File: config.mk
export PLATFORM = sky130hd
export DESIGN_NAME = status_display_top
export DESIGN_NICKNAME = d
export VERILOG_FILES = /design/src/common/disp_pkg.sv /design/src/common/seg_scan_if.sv /design/src/design/disp_regs.sv /design/src/seven_seg/seg_scan.sv /design/src/seven_seg/seg_glyph.sv /design/src/design/status_display_top.sv
export SDC_FILE = /design/constraint.sdc
export NUM_CORES = 1
export LEC_CHECK = 0
export BUFFER_PORTS_ARGS = -buffer_cell sky130_fd_sc_hd__buf_2
export CAP_MARGIN = 20
export CORE_MARGIN = 2
export CORE_UTILIZATION = 57
export DETAILED_ROUTE_END_ITERATION = 8
export PLACE_DENSITY_LB_ADDON = 0.1
export SLEW_MARGIN = 15
export SYNTH_ARGS = -nofsm -noshare
export SYNTH_HDL_FRONTEND = slang
export SYNTH_HIERARCHICAL = 1
export SYNTH_SLANG_ARGS = --single-unit
File: constraint.sdc
create_clock -name CORE_CLK -period 2.85 [get_ports CORE_CLK]
set_input_delay 0.1425 -clock CORE_CLK [delete_from_list [all_inputs] [get_ports CORE_CLK]]
set_output_delay 0.1425 -clock CORE_CLK [all_outputs]
set_load 0.01 [all_outputs]
File: src/common/disp_pkg.sv
// Display constants and glyph tables; segment bytes are active high, bit 7 = dp, bit 6..0 = a..g
package disp_pkg;

    localparam int DATA_W     = 32;
    localparam int ADDR_W     = 4;
    localparam int NUM_DIGITS = 8;
    localparam int DIGIT_W    = 3;
    localparam int SEG_W      = 8;

    localparam logic [ADDR_W-1:0] VALUE_OFS = 4'h0; // displayed value
    localparam logic [ADDR_W-1:0] CTRL_OFS  = 4'h4; // bit 0 run, bit 1 load

    localparam logic [1:0] RESP_OKAY   = 2'b00;
    localparam logic [1:0] RESP_SLVERR = 2'b10;

    typedef enum logic [1:0] {
        MODE_BANNER = 2'd0,
        MODE_RUN    = 2'd1,
        MODE_LOAD   = 2'd2
    } disp_mode_t;

    localparam logic [SEG_W-1:0] HEX_GLYPHS [16] = '{
        8'h7e, 8'h30, 8'h6d, 8'h79, // 0..3
        8'h33, 8'h5b, 8'h5f, 8'h70, // 4..7
        8'h7f, 8'h7b, 8'h77, 8'h1f, // 8..b
        8'h4e, 8'h3d, 8'h4f, 8'h47  // c..f
    };

    // reads "StAndbY" from digit 7 down to digit 1, digit 0 blank
    localparam logic [SEG_W-1:0] BANNER_GLYPHS [NUM_DIGITS] = '{
        8'h00, 8'h3b, 8'h1f, 8'h3d, // blank Y b d
        8'h15, 8'h77, 8'h0f, 8'h5b  // n A t S
    };

    // scroll window of eight entries slides across this ring
    localparam logic [SEG_W-1:0] LOAD_GLYPHS [16] = '{
        8'h00, 8'h00, 8'h00, 8'h00,
        8'h00, 8'h00, 8'h00, 8'h0e, // blanks, L
        8'h1d, 8'h7d, 8'h3d, 8'h10, // o a d i
        8'h15, 8'hfb, 8'h80, 8'h80  // n g, two dots
    };

endpackage

File: src/common/seg_scan_if.sv
// One scan step per strobe from scan engine to glyph stage; no back-pressure, sink always accepts
`timescale 1ns/100ps

interface seg_scan_if;

    logic                             step;     // one-cycle strobe
    logic [disp_pkg::DIGIT_W-1:0]     digit;    // digit index of this step
    logic [3:0]                       nibble;   // hex nibble for that digit
    disp_pkg::disp_mode_t             mode;
    logic [3:0]                       load_ofs; // scroll position while loading

    modport src (
        output step,
        output digit,
        output nibble,
        output mode,
        output load_ofs
    );

    modport dst (
        input step,
        input digit,
        input nibble,
        input mode,
        input load_ofs
    );

endinterface

File: src/design/disp_regs.sv
// AXI4-Lite slave, one write and one read in flight, only word offsets 0 and 4 are mapped
`timescale 1ns/100ps

module disp_regs (
    input  logic                          CORE_CLK,
    input  logic                          arst_n_i,
    input  logic [disp_pkg::ADDR_W-1:0]   awaddr_i,
    input  logic                          awvalid_i,
    output logic                          awready_o,
    input  logic [disp_pkg::DATA_W-1:0]   wdata_i,
    input  logic [disp_pkg::DATA_W/8-1:0] wstrb_i,
    input  logic                          wvalid_i,
    output logic                          wready_o,
    output logic [1:0]                    bresp_o,
    output logic                          bvalid_o,
    input  logic                          bready_i,
    input  logic [disp_pkg::ADDR_W-1:0]   araddr_i,
    input  logic                          arvalid_i,
    output logic                          arready_o,
    output logic [disp_pkg::DATA_W-1:0]   rdata_o,
    output logic [1:0]                    rresp_o,
    output logic                          rvalid_o,
    input  logic                          rready_i,
    output logic [disp_pkg::DATA_W-1:0]   value_o,
    output disp_pkg::disp_mode_t          mode_o
);

    logic                        aw_w_rdy_q; // shared by both write channels
    logic                        wr_fire;
    logic                        rd_fire;
    logic                        wr_value_hit;
    logic                        wr_ctrl_hit;
    logic                        bvalid_q;
    logic                        rvalid_q;
    logic [1:0]                  bresp_q;
    logic [1:0]                  rresp_q;
    logic [disp_pkg::DATA_W-1:0] rdata_q;
    logic [disp_pkg::DATA_W-1:0] value_q;
    logic [1:0]                  ctrl_q;     // {load, run}

    assign wr_fire      = aw_w_rdy_q & awvalid_i & wvalid_i;
    assign rd_fire      = arvalid_i & ~rvalid_q;
    assign wr_value_hit = (awaddr_i == disp_pkg::VALUE_OFS);
    assign wr_ctrl_hit  = (awaddr_i == disp_pkg::CTRL_OFS);

    always_ff @(posedge CORE_CLK or negedge arst_n_i) begin
        if (!arst_n_i) begin
            aw_w_rdy_q <= 1'b0;
            bvalid_q   <= 1'b0;
            rvalid_q   <= 1'b0;
            value_q    <= '0;
            ctrl_q     <= '0;
        end else begin
            // single-cycle ready pulse, held off while a response waits
            aw_w_rdy_q <= awvalid_i & wvalid_i & ~bvalid_q & ~aw_w_rdy_q;

            if (wr_fire) begin
                bvalid_q <= 1'b1;
            end else if (bready_i) begin
                bvalid_q <= 1'b0;
            end

            if (rd_fire) begin
                rvalid_q <= 1'b1;
            end else if (rready_i) begin
                rvalid_q <= 1'b0;
            end

            if (wr_fire && wr_value_hit) begin
                for (int b = 0; b < disp_pkg::DATA_W / 8; b++) begin
                    if (wstrb_i[b]) begin
                        value_q[8*b +: 8] <= wdata_i[8*b +: 8];
                    end
                end
            end
            if (wr_fire && wr_ctrl_hit && wstrb_i[0]) begin
                ctrl_q <= wdata_i[1:0]; // upper bits not stored
            end
        end
    end

    // response payload
    always_ff @(posedge CORE_CLK or negedge arst_n_i) begin
        if (!arst_n_i) begin
            bresp_q <= '0;
            rresp_q <= '0;
            rdata_q <= '0;
        end else begin
            if (wr_fire) begin
                bresp_q <= (wr_value_hit || wr_ctrl_hit) ? disp_pkg::RESP_OKAY
                                                         : disp_pkg::RESP_SLVERR;
            end
            if (rd_fire) begin
                if (araddr_i == disp_pkg::VALUE_OFS) begin
                    rdata_q <= value_q;
                    rresp_q <= disp_pkg::RESP_OKAY;
                end else if (araddr_i == disp_pkg::CTRL_OFS) begin
                    rdata_q <= {{(disp_pkg::DATA_W - 2){1'b0}}, ctrl_q};
                    rresp_q <= disp_pkg::RESP_OKAY;
                end else begin
                    rdata_q <= '0;
                    rresp_q <= disp_pkg::RESP_SLVERR;
                end
            end
        end
    end

    // load outranks run
    always_comb begin
        if (ctrl_q[1]) begin
            mode_o = disp_pkg::MODE_LOAD;
        end else if (ctrl_q[0]) begin
            mode_o = disp_pkg::MODE_RUN;
        end else begin
            mode_o = disp_pkg::MODE_BANNER;
        end
    end

    assign awready_o = aw_w_rdy_q;
    assign wready_o  = aw_w_rdy_q;
    assign bvalid_o  = bvalid_q;
    assign bresp_o   = bresp_q;
    assign arready_o = ~rvalid_q;
    assign rvalid_o  = rvalid_q;
    assign rresp_o   = rresp_q;
    assign rdata_o   = rdata_q;
    assign value_o   = value_q;

endmodule

File: src/seven_seg/seg_scan.sv
// Scan engine; SCAN_DIV >= 1 and LOAD_STEP >= 1, value is latched once per sweep at digit 0
`timescale 1ns/100ps

module seg_scan #(
    parameter int SCAN_DIV  = 16000,
    parameter int LOAD_STEP = 512
) (
    input  logic                        CORE_CLK,
    input  logic                        arst_n_i,
    input  logic [disp_pkg::DATA_W-1:0] value_i,
    input  disp_pkg::disp_mode_t        mode_i,
    seg_scan_if.src                     scan
);

    localparam int DIV_W   = $clog2(SCAN_DIV + 1);
    localparam int LSTEP_W = $clog2(LOAD_STEP + 1);

    logic [DIV_W-1:0]             div_cnt_q;
    logic                         tick;
    logic [disp_pkg::DIGIT_W-1:0] sweep_cnt_q; // digit of the coming step
    logic                         step_q;
    logic [disp_pkg::DIGIT_W-1:0] digit_q;
    disp_pkg::disp_mode_t         mode_q;
    logic [3:0]                   nibble_q;
    logic [disp_pkg::DATA_W-1:0]  snap_q;
    logic [disp_pkg::DATA_W-1:0]  src_val;
    logic [LSTEP_W-1:0]           lstep_cnt_q;
    logic [3:0]                   load_ofs_q;

    assign tick    = (div_cnt_q == SCAN_DIV - 1);
    assign src_val = (sweep_cnt_q == '0) ? value_i : snap_q; // digit 0 sees the fresh value

    always_ff @(posedge CORE_CLK or negedge arst_n_i) begin
        if (!arst_n_i) begin
            div_cnt_q   <= '0;
            sweep_cnt_q <= '0;
            step_q      <= 1'b0;
            digit_q     <= '0;
            mode_q      <= disp_pkg::MODE_BANNER;
        end else begin
            step_q <= tick;
            if (tick) begin
                div_cnt_q   <= '0;
                digit_q     <= sweep_cnt_q;
                sweep_cnt_q <= sweep_cnt_q + 1'b1; // wraps after digit 7
                mode_q      <= mode_i;
            end else begin
                div_cnt_q <= div_cnt_q + 1'b1;
            end
        end
    end

    always_ff @(posedge CORE_CLK or negedge arst_n_i) begin
        if (!arst_n_i) begin
            nibble_q <= '0;
            snap_q   <= '0;
        end else if (tick) begin
            nibble_q <= src_val[4*sweep_cnt_q +: 4];
            if (sweep_cnt_q == '0) begin
                snap_q <= value_i;
            end
        end
    end

    // scroll position, parked at 0 outside load mode
    always_ff @(posedge CORE_CLK or negedge arst_n_i) begin
        if (!arst_n_i) begin
            lstep_cnt_q <= '0;
            load_ofs_q  <= '0;
        end else if (mode_i != disp_pkg::MODE_LOAD) begin
            lstep_cnt_q <= '0;
            load_ofs_q  <= '0;
        end else if (tick) begin
            if (lstep_cnt_q == LOAD_STEP - 1) begin
                lstep_cnt_q <= '0;
                load_ofs_q  <= load_ofs_q + 1'b1;
            end else begin
                lstep_cnt_q <= lstep_cnt_q + 1'b1;
            end
        end
    end

    assign scan.step     = step_q;
    assign scan.digit    = digit_q;
    assign scan.nibble   = nibble_q;
    assign scan.mode     = mode_q;
    assign scan.load_ofs = load_ofs_q;

endmodule

File: src/seven_seg/seg_glyph.sv
// Glyph stage; cathodes and anodes are active low and change together one cycle after step
`timescale 1ns/100ps

module seg_glyph (
    input  logic                           CORE_CLK,
    input  logic                           arst_n_i,
    seg_scan_if.dst                        scan,
    output logic [disp_pkg::SEG_W-1:0]      seg_o,
    output logic [disp_pkg::NUM_DIGITS-1:0] an_o
);

    logic [3:0]                      load_idx;
    logic [disp_pkg::SEG_W-1:0]      glyph;
    logic [disp_pkg::NUM_DIGITS-1:0] an_nxt;

    // leftmost digit shows the lowest ring entry of the window
    assign load_idx = scan.load_ofs + 4'd7 - {1'b0, scan.digit};

    always_comb begin
        case (scan.mode)
            disp_pkg::MODE_RUN: begin
                glyph = disp_pkg::HEX_GLYPHS[scan.nibble];
            end
            disp_pkg::MODE_BANNER: begin
                glyph = disp_pkg::BANNER_GLYPHS[scan.digit];
            end
            disp_pkg::MODE_LOAD: begin
                glyph = disp_pkg::LOAD_GLYPHS[load_idx];
            end
            default: begin
                glyph = '0; // unused encoding, blank
            end
        endcase
    end

    always_comb begin
        an_nxt             = '1;
        an_nxt[scan.digit] = 1'b0; // one-cold
    end

    always_ff @(posedge CORE_CLK or negedge arst_n_i) begin
        if (!arst_n_i) begin
            seg_o <= '1; // blank
            an_o  <= '1;
        end else if (scan.step) begin
            seg_o <= ~glyph;
            an_o  <= an_nxt;
        end
    end

endmodule

File: src/design/status_display_top.sv
// Status display top; AXI4-Lite slave with 4-bit word offsets, drives an 8-digit common-anode display
`timescale 1ns/100ps

module status_display_top #(
    parameter int SCAN_DIV  = 16000, // clock cycles per digit
    parameter int LOAD_STEP = 512    // scan steps per scroll position
) (
    input  logic                            CORE_CLK,
    input  logic                            arst_n_i,
    input  logic [disp_pkg::ADDR_W-1:0]     awaddr_i,
    input  logic                            awvalid_i,
    output logic                            awready_o,
    input  logic [disp_pkg::DATA_W-1:0]     wdata_i,
    input  logic [disp_pkg::DATA_W/8-1:0]   wstrb_i,
    input  logic                            wvalid_i,
    output logic                            wready_o,
    output logic [1:0]                      bresp_o,
    output logic                            bvalid_o,
    input  logic                            bready_i,
    input  logic [disp_pkg::ADDR_W-1:0]     araddr_i,
    input  logic                            arvalid_i,
    output logic                            arready_o,
    output logic [disp_pkg::DATA_W-1:0]     rdata_o,
    output logic [1:0]                      rresp_o,
    output logic                            rvalid_o,
    input  logic                            rready_i,
    output logic [disp_pkg::SEG_W-1:0]      seg_o,
    output logic [disp_pkg::NUM_DIGITS-1:0] an_o
);

    logic [disp_pkg::DATA_W-1:0] disp_value;
    disp_pkg::disp_mode_t        disp_mode;

    seg_scan_if scan_if ();

    disp_regs disp_regs_i (
        .CORE_CLK  (CORE_CLK),
        .arst_n_i  (arst_n_i),
        .awaddr_i  (awaddr_i),
        .awvalid_i (awvalid_i),
        .awready_o (awready_o),
        .wdata_i   (wdata_i),
        .wstrb_i   (wstrb_i),
        .wvalid_i  (wvalid_i),
        .wready_o  (wready_o),
        .bresp_o   (bresp_o),
        .bvalid_o  (bvalid_o),
        .bready_i  (bready_i),
        .araddr_i  (araddr_i),
        .arvalid_i (arvalid_i),
        .arready_o (arready_o),
        .rdata_o   (rdata_o),
        .rresp_o   (rresp_o),
        .rvalid_o  (rvalid_o),
        .rready_i  (rready_i),
        .value_o   (disp_value),
        .mode_o    (disp_mode)
    );

    seg_scan #(
        .SCAN_DIV  (SCAN_DIV),
        .LOAD_STEP (LOAD_STEP)
    ) seg_scan_i (
        .CORE_CLK (CORE_CLK),
        .arst_n_i (arst_n_i),
        .value_i  (disp_value),
        .mode_i   (disp_mode),
        .scan     (scan_if.src)
    );

    seg_glyph seg_glyph_i (
        .CORE_CLK (CORE_CLK),
        .arst_n_i (arst_n_i),
        .scan     (scan_if.dst),
        .seg_o    (seg_o),
        .an_o     (an_o)
    );

endmodule

### After elaboration in Yosys (flattened, before gate mapping)

Memories as Yosys holds them, arrays and structs flattened.
Index checks and enable logic that the tools add are counted.

* flip-flop bits (word level): 162
* ROM bits: 320
* bits of input ports: 51
* output and inout port bits: 57
* word-level logic and storage cells: 104
* memories kept: 3

* $add $sub $neg: 6
* $lt $le $gt $ge: 5
* eq/ne operators: 7
* shift operators: 1
* multiplexer cells: 28
* bitwise operators: 14
* reductions and logical operators: 18

Memory list
* (no name shown): depth 16, bits a word 8, rd ports 1, clocked after memory_dff 0, write ports 0, line seg_glyph.sv:22 `glyph = disp_pkg::HEX_GLYPHS[scan.nibble];`
* (no name shown): depth 16, bits a word 8, rd ports 1, clocked after memory_dff 0, write ports 0, line seg_glyph.sv:28 `glyph = disp_pkg::LOAD_GLYPHS[load_idx];`
* (no name shown): depth 8, bits a word 8, rd ports 1, clocked after memory_dff 0, write ports 0, line seg_glyph.sv:25 `glyph = disp_pkg::BANNER_GLYPHS[scan.digit];`

Operators with widths (count)
* 32-bit two-way mux: 2
* 8-bit two-way mux: 6
* 32-bit by 6-bit variable part select with 4-bit output: 1
* 10-bit two-way mux: 3
* 8-bit case mux with 3 select lines: 1
* 8-bit NOT: 2
* 14-bit by 1-bit adder with 14-bit output, second input constant: 1
* 14-bit equality test, second input constant: 1
* 14-bit two-way mux: 1
* 4-bit two-way mux: 3
* 10-bit by 1-bit adder with 10-bit output, second input constant: 1
* 10-bit by 9-bit equality test with 1-bit output, second input constant: 1
* 5-bit greater-or-equal comparator, second input constant: 2
* 2-bit two-way mux: 5
* 4-bit NOT with 5-bit output: 2
* 2-bit AND reduction: 5
* 4-bit by 3-bit equality test with 1-bit output, second input constant: 2
* 4-bit logical NOT: 2
* 2-bit nonzero test: 4
* 1-bit bitwise AND: 6
* 1-bit two-way mux: 6
* 4-bit by 1-bit adder with 4-bit output, second input constant: 1
* 4-bit by 3-bit adder with 4-bit output, second input constant: 1
* 4-bit greater-or-equal comparator, second input constant: 1
* 14 further kinds: 19

### Longest topological paths before layout

Gate-level depths: netlist of run 1.

* word-level depth: 8
* gate-level depth with buffers: 9
* depth with buffers taken out: 9

### Hierarchy

The synthesis of run 1 kept the hierarchy.

Modules (own cells, without submodules)
* seg_scan: times used 1, cells an instance 300, area an instance 3498.4 µm²
* disp_regs: times used 1, cells an instance 174, area an instance 2713.9 µm²
* seg_glyph: times used 1, cells an instance 147, area an instance 1322.5 µm²

### Least setup slack after synthesis of run 1

Ideal clock, no wire load.

* path kind: register -> register
* from: register seg_scan_i/sweep_cnt_q[1] in the netlist's numbering
* to: register seg_scan_i.nibble_q[2] (netlist: seg_scan_i/scan.nibble[2])
* library setup time: 132 ps
* arrival time: 2245 ps
* data required time: 2718 ps
* setup slack: 473 ps
* stages on the path, launching flop included: 9
* buffers on the path: 2
* cell sequence: dfrtp_1 -> clkbuf_1 -> inv_1 -> ha_1 -> buf_2 -> nor2b_1 -> mux4_2 -> a2111oi_0 -> nor2_1

* cells in the longest elaborated chain, start to end: 3

Ends and longest elaborated chain
* start, declared: line seg_scan.sv:20 `logic [disp_pkg::DIGIT_W-1:0] sweep_cnt_q;`
* start signal, assigned: line seg_scan.sv:45 `sweep_cnt_q <= sweep_cnt_q + 1'b1;`
* 3-bit logical NOT: line seg_scan.sv:31 `assign src_val = (sweep_cnt_q == '0) ? value_i : snap_q;`
* 32-bit two-way mux: line seg_scan.sv:31
* 32-bit by 6-bit variable part select with 4-bit output (*): line seg_scan.sv:58 `nibble_q <= src_val[4*sweep_cnt_q +: 4];`
* end signal, assigned: line seg_scan.sv:58
* end, declared: line seg_scan.sv:24 `logic [3:0] nibble_q;`

Every way passes the cells marked *; elsewhere a longest branch is shown, timed or not.
A chain may end at the register's enable or synchronous reset.

### Worst setup path after layout of run 1

* from: register seg_scan_i.div_cnt_q[0]
* to: register seg_scan_i.lstep_cnt_q[8]

* cells in the longest elaborated chain, start to end: 2

Ends and longest elaborated chain
* start, declared: line seg_scan.sv:18 `logic [DIV_W-1:0] div_cnt_q;`
* start signal, assigned: line seg_scan.sv:48 `div_cnt_q <= div_cnt_q + 1'b1;`
* 14-bit equality test: line seg_scan.sv:30 `assign tick = (div_cnt_q == SCAN_DIV - 1);`
* 2-bit nonzero test (no source line)
* end signal, assigned: line seg_scan.sv:78 `lstep_cnt_q <= lstep_cnt_q + 1'b1;`
* end, declared: line seg_scan.sv:27 `logic [LSTEP_W-1:0] lstep_cnt_q;`

Every way passes these cells.

==> reports/results.ini, run 1 <==
[outcome]
status=finished clean

[clock_tree]
h-tree-depth=4
cts_tree=built
cts_resized=0
clk_pin_slew_ns=0.06
clock_tree.buffer_depth=2
cts_buffers=17
root_buffer=clkbuf_16
clock-sinks=160
cts_setup_buffers=0
clk_latency_ns=0.42
cts_hold_buf=37

[timing]
finalHoldViolCount=0
tns_ns=0
min_period_over_period_pct=89.1
max_freq_mhz=394
max_slew_margin_pct=44.0
finalWorstSetupSlack_ns=0.311
rsz0062_at_grt=no
fin_skew_ns=0.00686
tightestPinTransition_ns=0.840
period_minus_slack_ns=2.54
setup_violations=0
final_max_slew_viol_count=0

[hold_path]
min_delay_path_depth=3
min_path_type=input pin to flip-flop
hold_path_end=disp_regs_i/rdata_o[1]
worstHoldStart=araddr_i[3]

[setup_path]
reg2reg_depth=6
path_max_fanout=15
crit_chain=ha_1, nand2_1, or4_1, buf_4, or3_1, a21oi_1
critPathKind=flip-flop to flip-flop
ff2ff_setup_slack_ns=0.31
cp.required_ns=3.18
cp.buffers_inverters=1
slowest_stage=or4_1
critical_path.top_delay_family=simple AND/OR/NAND/NOR gates
end_kind=flip-flop
reg2reg_from=seg_scan_i/div_cnt_q[0]
r2r-end=seg_scan_i/lstep_cnt_q[8]
critPathMaxStageDelay_ns=0.80
arrival_ns=2.87
startpoint_type=flip-flop

[route]
vias=5473
vias_per_cell=5.74
wl_mm=16.5
first_iter_violations=326
drcViolationCount=0
dr.pass1.iters=5
wl_per_cell_um=17.3
drtAntennaViolNets=0

[power_and_ir_drop]
p_per_area_nw_per_um2=534
p_seq_share_pct=47.2
p_total_mw=4.94
p_int_mw=3.91
sw_frac_of_total_pct=20.8
p_clk_share_pct=48.3
ir_worst_vdd_mv=0.331
power.net_switching_mw=1.03
comb_power_share_pct=4.5
leakage_nw=4.49

[yosys]
synth_edf_count=0
synth-seq-area-share_pct=53.4
ys_types=67
synthCells=621
ys.flop_type=dfrtp_1
synth.area.top_cells=dfrtp_1 48%, mux2_2 10%, dfstp_2 5.6%, a22o_1 3.7%, ha_1 3.3%
synth_top_area_cell=dfrtp_1
synth_top_area_share_pct=47.8
ys_ff_latch=160
syn_area_um2=7530
postSynthAreaPerCell_um2=12.1
async_flop_share_pct=100
yosysWarnings=6

[layout]
final_cells=953
n_antenna_cell=0
final_nets=837
syn_to_final_growth_pct=22.7
layout-drive-gt1-share_pct=33.8

[global_routing]
grtUsageTotal_pct=25.1
antenna_found_initial=0
grt_max_degree=75
grt_pass1_vias=5588
grt_pass1_wl_mm=28.1
overflow=0

[die]
initial_core_util_pct=57.6
core_um2=13100
dieArea_um2=14200
die_w_um=119
die_h_um=119
io_pins=108
rows=42

[place]
post-place-cells=885
port_buffers=105
dpl_worst_slack_ns=0.308
place.gp.congestion=0.890
post-dp-hpwl_mm=11.4

[job]
cap_violations=0

worst register-to-register path, stage by stage, from the launching register on:
cell	delay, ns
dfrtp_1	0.41
ha_1	0.25
nand2_1	0.20
or4_1	0.80
buf_4	0.27
or3_1	0.35
a21oi_1	0.17
synth_stat cells, types with 9 or more instances:
library cell / number
a22o_1: 32
mux2i_1: 12
mux4_2: 9
inv_1: 19
dfrtp_1: 144
nor3_1: 9
mux2_2: 69
dfstp_2: 16
a31oi_1: 10
ha_1: 20
clkbuf_1: 14
nand3_1: 16
nor2_1: 36
a21oi_1: 26
nand2_1: 43
o21ai_0: 16
through the flow:
step           area [µm²]  hold WS, ns  utilization [%]
5_1_grt              9250       0.0623             70.7
6_report             9250       0.0546             70.7
3_3_place_gp         8260        0.205             63.1
4_1_cts              9250       0.0443             70.7
2_1_floorplan        7540       -0.153                -
3_5_place_dp         8260        0.216             63.1
placed cells by master (no fill, tap or decap), types with 4 or more instances in the layout:
cell type      netlist  final
a21oi_1             26     26
a22o_1              32     32
a31oi_1             10     10
and2_1               4      4
and3_1               4      4
buf_2                7    104
buf_4                7     13
bufinv_16            0      4
clkbuf_16            0     17
dfrtp_1            144    144
dfstp_2             16     16
dlygate4sd3_1        0     37
ha_1                20     20
inv_1               19     19
mux2_2              69     69
mux2i_1             12     12
mux4_2               9      9
nand2_1             43     43
nand2b_1             8      8
nand3_1             16     16
nand4b_2             4      4
nor2_1              36     36
nor2b_1              8      8
nor3_1               9      9
o21ai_0             16     16
o31ai_1              5      5
or3_1                7      7
or4_1                6      6
xnor2_1              8      8
xor2_1               4      4
sequential cells by signal, indices dropped and copies added (netlist names), 8 cells and up:
signal and flops:
seg_glyph_i/seg_o 8, seg_scan_i/snap_q 32, disp_regs_i/rdata_o 32, seg_scan_i/lstep_cnt_q 10, seg_scan_i/div_cnt_q 14, disp_regs_i/value_o 32
seg_glyph_i/an_o 8
layer usage:
metal  track usage [%]  wire [µm]
met1              33.7       7380
met2              40.8       8090
met3              6.03        778
met4              7.66        221
met5                 0          0
final cells by class:
class	count	area [µm²]
clock buffers	21	460
clock inverters	10	159
fillers	931	3840
inverters	20	75.1
multi-input cells	410	3290
flip-flops and latches	160	4020
well taps	176	220
repair buffers	156	1020
power by group through the flow:
stage                     Sequential (mW)  Clock, mW  Combinational [mW]
after floorplan                      2.37          0              0.0686
after global placement               2.37          0               0.181
after detailed placement             2.37          0               0.187
after CTS                            2.33       2.43               0.226
after global routing                 2.33       2.52               0.249
final                                2.33       2.39               0.222
logic make-up (layout without fill, tap and decap cells):
logic type	count (synthesis)	count (layout)	synth area share [%]
AND/OR/NAND/NOR	164	164	12.0
multiplexers	90	90	14.6
buffers and inverters	52	207	3.06
AO/OA/AOI/OAI	119	119	11.4
adder cells (fa/ha/maj)	21	21	3.59
other	1	2	0.0498
XOR/XNOR	14	14	1.93
flip-flops	160	160	53.4
how the worst max path moves through the flow:
stage | start | endpoint | depth (start not counted)
global placement | seg_scan_i/div_cnt_q[0] | seg_scan_i/lstep_cnt_q[0] | 6
detailed placement | seg_scan_i/div_cnt_q[0] | seg_scan_i/lstep_cnt_q[8] | 6
CTS | seg_scan_i/div_cnt_q[0] | seg_scan_i/lstep_cnt_q[8] | 6
global route | seg_scan_i/div_cnt_q[0] | seg_scan_i/lstep_cnt_q[8] | 6
floorplan | seg_scan_i/sweep_cnt_q[1] | seg_scan_i/scan.nibble[2] | 8
finish | seg_scan_i/div_cnt_q[0] | seg_scan_i/lstep_cnt_q[8] | 6
(Power assumes the default switching activity.)
==> run 2: changes to the inputs <==
Settings changed: REMOVE_ABC_BUFFERS from default to 1.
==> run 2 against run 1 <==
  * Register-to-register slack improved by 0.13 ns
  * Hold slack improved by 0.0015 ns
  * Utilization fell by 0.27 points
  * Via count fell by 0.99%
  * Critical path type unchanged
==> reports/results.ini, run 2 (synthesized netlist as in run 1, its figures left out) <==
[global_routing]
grt_max_degree=85
grt_pass1_vias=5605
grt_pass1_wl_mm=27.6
grtUsageTotal_pct=24.6
overflow=0
antenna_found_initial=0

[clock_tree]
clk_pin_slew_ns=0.06
clock-sinks=160
cts_tree=built
clock_tree.buffer_depth=2
clk_latency_ns=0.42
cts_buffers=17
root_buffer=clkbuf_16
cts_setup_buffers=0
h-tree-depth=4

[route]
first_iter_violations=381
vias_per_cell=5.69
drcViolationCount=0
drtAntennaViolNets=0
vias=5419
wl_mm=16.3
dr.pass1.iters=5
wl_per_cell_um=17.1

[place]
place.gp.congestion=0.904
post-place-cells=885
place_area_um2=8260
post-dp-hpwl_mm=10.9
port_buffers=105

[layout]
syn_to_final_growth_pct=22.3
layout-drive-gt1-share_pct=33.9
fin_area_um2=9210
final_cell_mix=144 x dfrtp_1, 104 x buf_2, 69 x mux2_2
n_antenna_cell=0
final_common_cell=dfrtp_1
final_core_util_pct=70.4
final_cells=952
final_nets=837

[timing]
max_slew_margin_pct=48.5
final_max_slew_viol_count=0
max_freq_mhz=415
min_period_over_period_pct=84.5
fin_skew_ns=0.00729
tns_ns=0
finalHoldViolCount=0
tightestPinTransition_ns=0.772
rsz0062_at_grt=no
period_minus_slack_ns=2.41
setup_violations=0

[power_and_ir_drop]
leakage_nw=4.47
ir_worst_vdd_mv=0.364
p_total_mw=4.79
p_clk_share_pct=46.7
p_int_mw=3.79
p_seq_share_pct=48.7
comb_power_share_pct=4.7
power.net_switching_mw=0.996
p_per_area_nw_per_um2=520
sw_frac_of_total_pct=20.8

[die]
rows=42
die_w_um=119
core_um2=13100
dieArea_um2=14200
initial_core_util_pct=57.6
io_pins=108
die_h_um=119

[outcome]
status=finished clean

[setup_path]
cp.required_ns=3.14
arrival_ns=2.70
path_max_fanout=18
startpoint_type=flip-flop
critPathKind=flip-flop to flip-flop
end_kind=flip-flop

[hold_path]
min_path_type=input pin to flip-flop

[job]
cap_violations=0

[run 2: final cells by class]
cell class                 instances  area [µm²]
multi-input combinational        410        3290
tap                              176         220
clock buffer                      19         443
clock inverter                    11         141
timing repair buffer             156        1020
inverter                          20        75.1
fill                             952        3870
sequential                       160        4020
[run 2: critical path: stages, from the launching register on]
cell	delay, ns
dfrtp_1	0.41
ha_1	0.24
nand2_1	0.09
or4_1	0.81
buf_4	0.31
a2111oi_0	0.35
nor2_1	0.07
[run 2: what timing repair did]
action	CTS	global route
hold buffers	37	0
resized for setup	0	0
endpoints found under the hold margin	113	0
[run 2: through the flow]
step	hold WS (ns)	setup WS, ns
3_5_place_dp	0.245	0.479
3_3_place_gp	0.236	0.542
4_1_cts	0.0403	0.460
5_1_grt	0.0474	0.242
2_1_floorplan	-0.153	-0.145
6_report	0.0561	0.441
[run 2: power groups by stage]
stage          logic [mW]  registers [mW]  clock network [mW]
2_1_floorplan      0.0591            2.37                   0
3_3_place_gp        0.182            2.37                   0
3_5_place_dp        0.187            2.37                   0
4_1_cts             0.227            2.33                2.28
5_1_grt             0.248            2.33                2.38
6_report            0.224            2.33                2.23
[run 2: path summary, 6_finish.rpt]
path / start / endpoint / slack (ns) / depth (start not counted)
worst max register to register: seg_scan_i/div_cnt_q[0] / seg_scan_i/scan.nibble[2] / 0.44 / 6
max in group asynchronous: arst_n_i / seg_glyph_i/seg_o[1] / 1.62 / 3
worst min-delay path: awaddr_i[1] / disp_regs_i/bresp_o[1] / 0.06 / 3
min in group asynchronous: arst_n_i / seg_scan_i/div_cnt_q[5] / 0.34 / 2
worst min register to register: disp_regs_i/bvalid_o / disp_regs_i/awready_o / 0.47 / 1
worst max-delay path: seg_scan_i/div_cnt_q[0] / seg_scan_i/scan.nibble[2] / 0.44 / 6
[run 2: metal layers]
metal  vias up  track usage [%]  wire, µm
met5         -                0         0
met4         0             8.41       201
met3        16             5.22       772
met2       170             41.9      8340
met1      2680             31.4      7000
li1       2553                -         -
==> run 3: changes to the inputs <==
Settings changed: ABC_AREA from default to 1, CORE_UTILIZATION 57 to 58.
Clock period 2.85 ns to 2.3 ns, I/O delays scaled along.
==> run 3 against run 2 <==
  * Critical path depth increased by 5
  * Non-clock buffer count is 10 higher
  * Combinational power up 71%
  * First-iteration DRC count rose by 61%
  * Count of clock-buffer cells in the layout up 1
  * Via count rose by 34%
  * Cell count up 43%
  * Clock power is 30% higher
  * Worst setup slack worse by 0.26 ns
  * Register-to-register slack got worse by 0.26 ns
  * Final area grew 8.3%
  * Area after synthesis grew 10%
==> reports/results.ini, run 3 <==
[job]
cap_violations=0

[yosys]
synth.area.top_cells=dfrtp_1 43%, nand2_1 15%, nand3_1 11%, dfstp_2 5.1%, ha_1 3.0%
synth_top_area_share_pct=43.5
yosysWarnings=6
syn_area_um2=8290
synth-seq-area-share_pct=48.5
synth_top_area_cell=dfrtp_1
postSynthAreaPerCell_um2=8.11
yosys-top-cells-count=334 x nand2_1, 181 x nand3_1, 144 x dfrtp_1
ys_types=42
async_flop_share_pct=100
yosysMostFrequentCell=nand2_1
synthCells=1023
ys.flop_type=dfrtp_1
ys_ff_latch=160
synth_edf_count=0

[place]
port_buffers=105
place.gp.congestion=0.886
post-dp-hpwl_mm=13.2

[die]
rows=43
die_h_um=124
dieArea_um2=15300
initial_core_util_pct=59.5
core_um2=13900
die_w_um=124
io_pins=108

[setup_path]
ff2ff_setup_slack_ns=0.18
arrival_ns=2.47
end_kind=flip-flop
cp.required_ns=2.65
cp.buffers_inverters=2
slowest_stage=fa_1
critPathMaxStageDelay_ns=0.55
critPathKind=flip-flop to flip-flop
cp_common_cell=nand2_1
startpoint_type=flip-flop
crit_chain=inv_1, ha_1, nand2_1, fa_1, inv_1, nand3_1, nand3_1, nand2_1, nand2_1, nand3_1, nand2_1
critical_path.top_delay_family=adder cells
path_max_fanout=6

[clock_tree]
h-tree-depth=4
clk_pin_slew_ns=0.07
clock_tree.buffer_depth=2
cts_tree=built
clk_latency_ns=0.42
root_buffer=clkbuf_16
cts_buffers=17
cts_setup_buffers=0
clock-sinks=160

[timing]
rsz0062_at_grt=no
finalHoldViolCount=0
fin_skew_ns=0.00795
min_period_over_period_pct=92.1
max_freq_mhz=472
setup_violations=0
tightestPinTransition_ns=0.586
final_max_slew_viol_count=0
max_slew_margin_pct=60.8
tns_ns=0
period_minus_slack_ns=2.12

[global_routing]
overflow=0
grt_max_degree=57
antenna_found_initial=0
grtUsageTotal_pct=27.4
grt_pass1_vias=7033
grt_pass1_wl_mm=32.8

[route]
drtAntennaViolNets=0
first_iter_violations=614
drcViolationCount=0
wl_per_cell_um=14.2
vias_per_cell=5.35
dr.pass1.iters=4
wl_mm=19.3
vias=7263

[power_and_ir_drop]
sw_frac_of_total_pct=22.8
power.net_switching_mw=1.41
p_total_mw=6.19
p_seq_share_pct=46.7
leakage_nw=4.97
p_clk_share_pct=47.1
comb_power_share_pct=6.2
p_per_area_nw_per_um2=620
p_int_mw=4.77
ir_worst_vdd_mv=0.541

[layout]
n_antenna_cell=0
final_nets=1236
final_common_cell=nand2_1
final_core_util_pct=71.6
fill_cells=1070
layout-drive-gt1-share_pct=18.2
final_cell_mix=333 x nand2_1, 181 x nand3_1, 143 x dfrtp_1
syn_to_final_growth_pct=20.3

[outcome]
status=finished clean

[hold_path]
min_path_type=input pin to flip-flop

==> run 3: worst min-delay path, cell delays in order <==
cell	delay (ns)
buf_2	0.16
nand3_1	0.10
nand2_1	0.05
==> run 3: final cells by class <==
type / instances / area (µm²) / share of cell area (%)
flip-flops and latches: 160 / 4030 / 40.3
multi-input cells: 754 / 3740 / 37.5
repair buffers: 166 / 1120 / 11.3
clock buffers: 20 / 457 / 4.58
inverters: 65 / 246 / 2.47
well taps: 180 / 225 / 2.26
clock inverters: 12 / 156 / 1.57
==> run 3: metal layers <==
layer / track usage (%) / routed length [µm] / vias to the layer above
met5: 0 / 0 / -
met4: 7.88 / 169 / 0
li1: - / - / 3627
met1: 36.5 / 8880 / 3469
met3: 4.99 / 713 / 16
met2: 46.1 / 9500 / 151
==> run 3: final timing paths <==
| path | cells after the start | start | to |
|---|---|---|---|
| max in group asynchronous | 3 | arst_n_i | seg_glyph_i/seg_o[3] |
| setup / recovery | 11 | seg_scan_i/scan.digit[1] | seg_glyph_i/seg_o[2] |
| hold / removal | 3 | wstrb_i[1] | disp_regs_i/value_o[10] |
| hold reg to reg | 1 | disp_regs_i/bvalid_o | disp_regs_i/awready_o |
| min in group asynchronous | 2 | arst_n_i | disp_regs_i/rdata_o[2] |
| setup reg to reg | 11 | seg_scan_i/scan.digit[1] | seg_glyph_i/seg_o[2] |
==> run 3: per-stage QoR <==
stage	area, µm²	hold slack, ns	cells	worst slack (ns)
2_1_floorplan	8010	-0.181	979	-0.299
5_1_grt	9980	0.0261	1357	0.000537
4_1_cts	9970	0.0117	1357	0.117
6_report	9980	0.0327	1357	0.182
3_5_place_dp	8970	0.113	1286	0.137
3_3_place_gp	8970	0.105	1286	0.224
==> run 3: repair_timing <==
item                       in CTS  in global routing
hold endpoints to repair       89                  0
setup endpoints to repair       0                  8
hold buffers                   39                  0
resized for setup               0                  2
==> run 3: logic make-up after synthesis <==
kind of cell | after synthesis | synth area share, %
and+or+nand+nor | 607 | 32.5
DFF | 160 | 48.5
AOI/OAI and AO/OA | 112 | 7.94
buffers and inverters | 110 | 6.44
adders and majority gates | 21 | 3.26
xor gates and xnor gates | 12 | 1.27
other | 1 | 0.0452
==> run 3: power by group through the flow <==
stage               clock (mW)  combinational (mW)  sequential [mW]
CTS                       2.96               0.385             2.89
global placement             0               0.329             2.94
floorplan                    0               0.137             2.94
global route              3.08               0.434             2.89
detailed placement           0               0.334             2.94
finish                    2.91               0.383             2.89
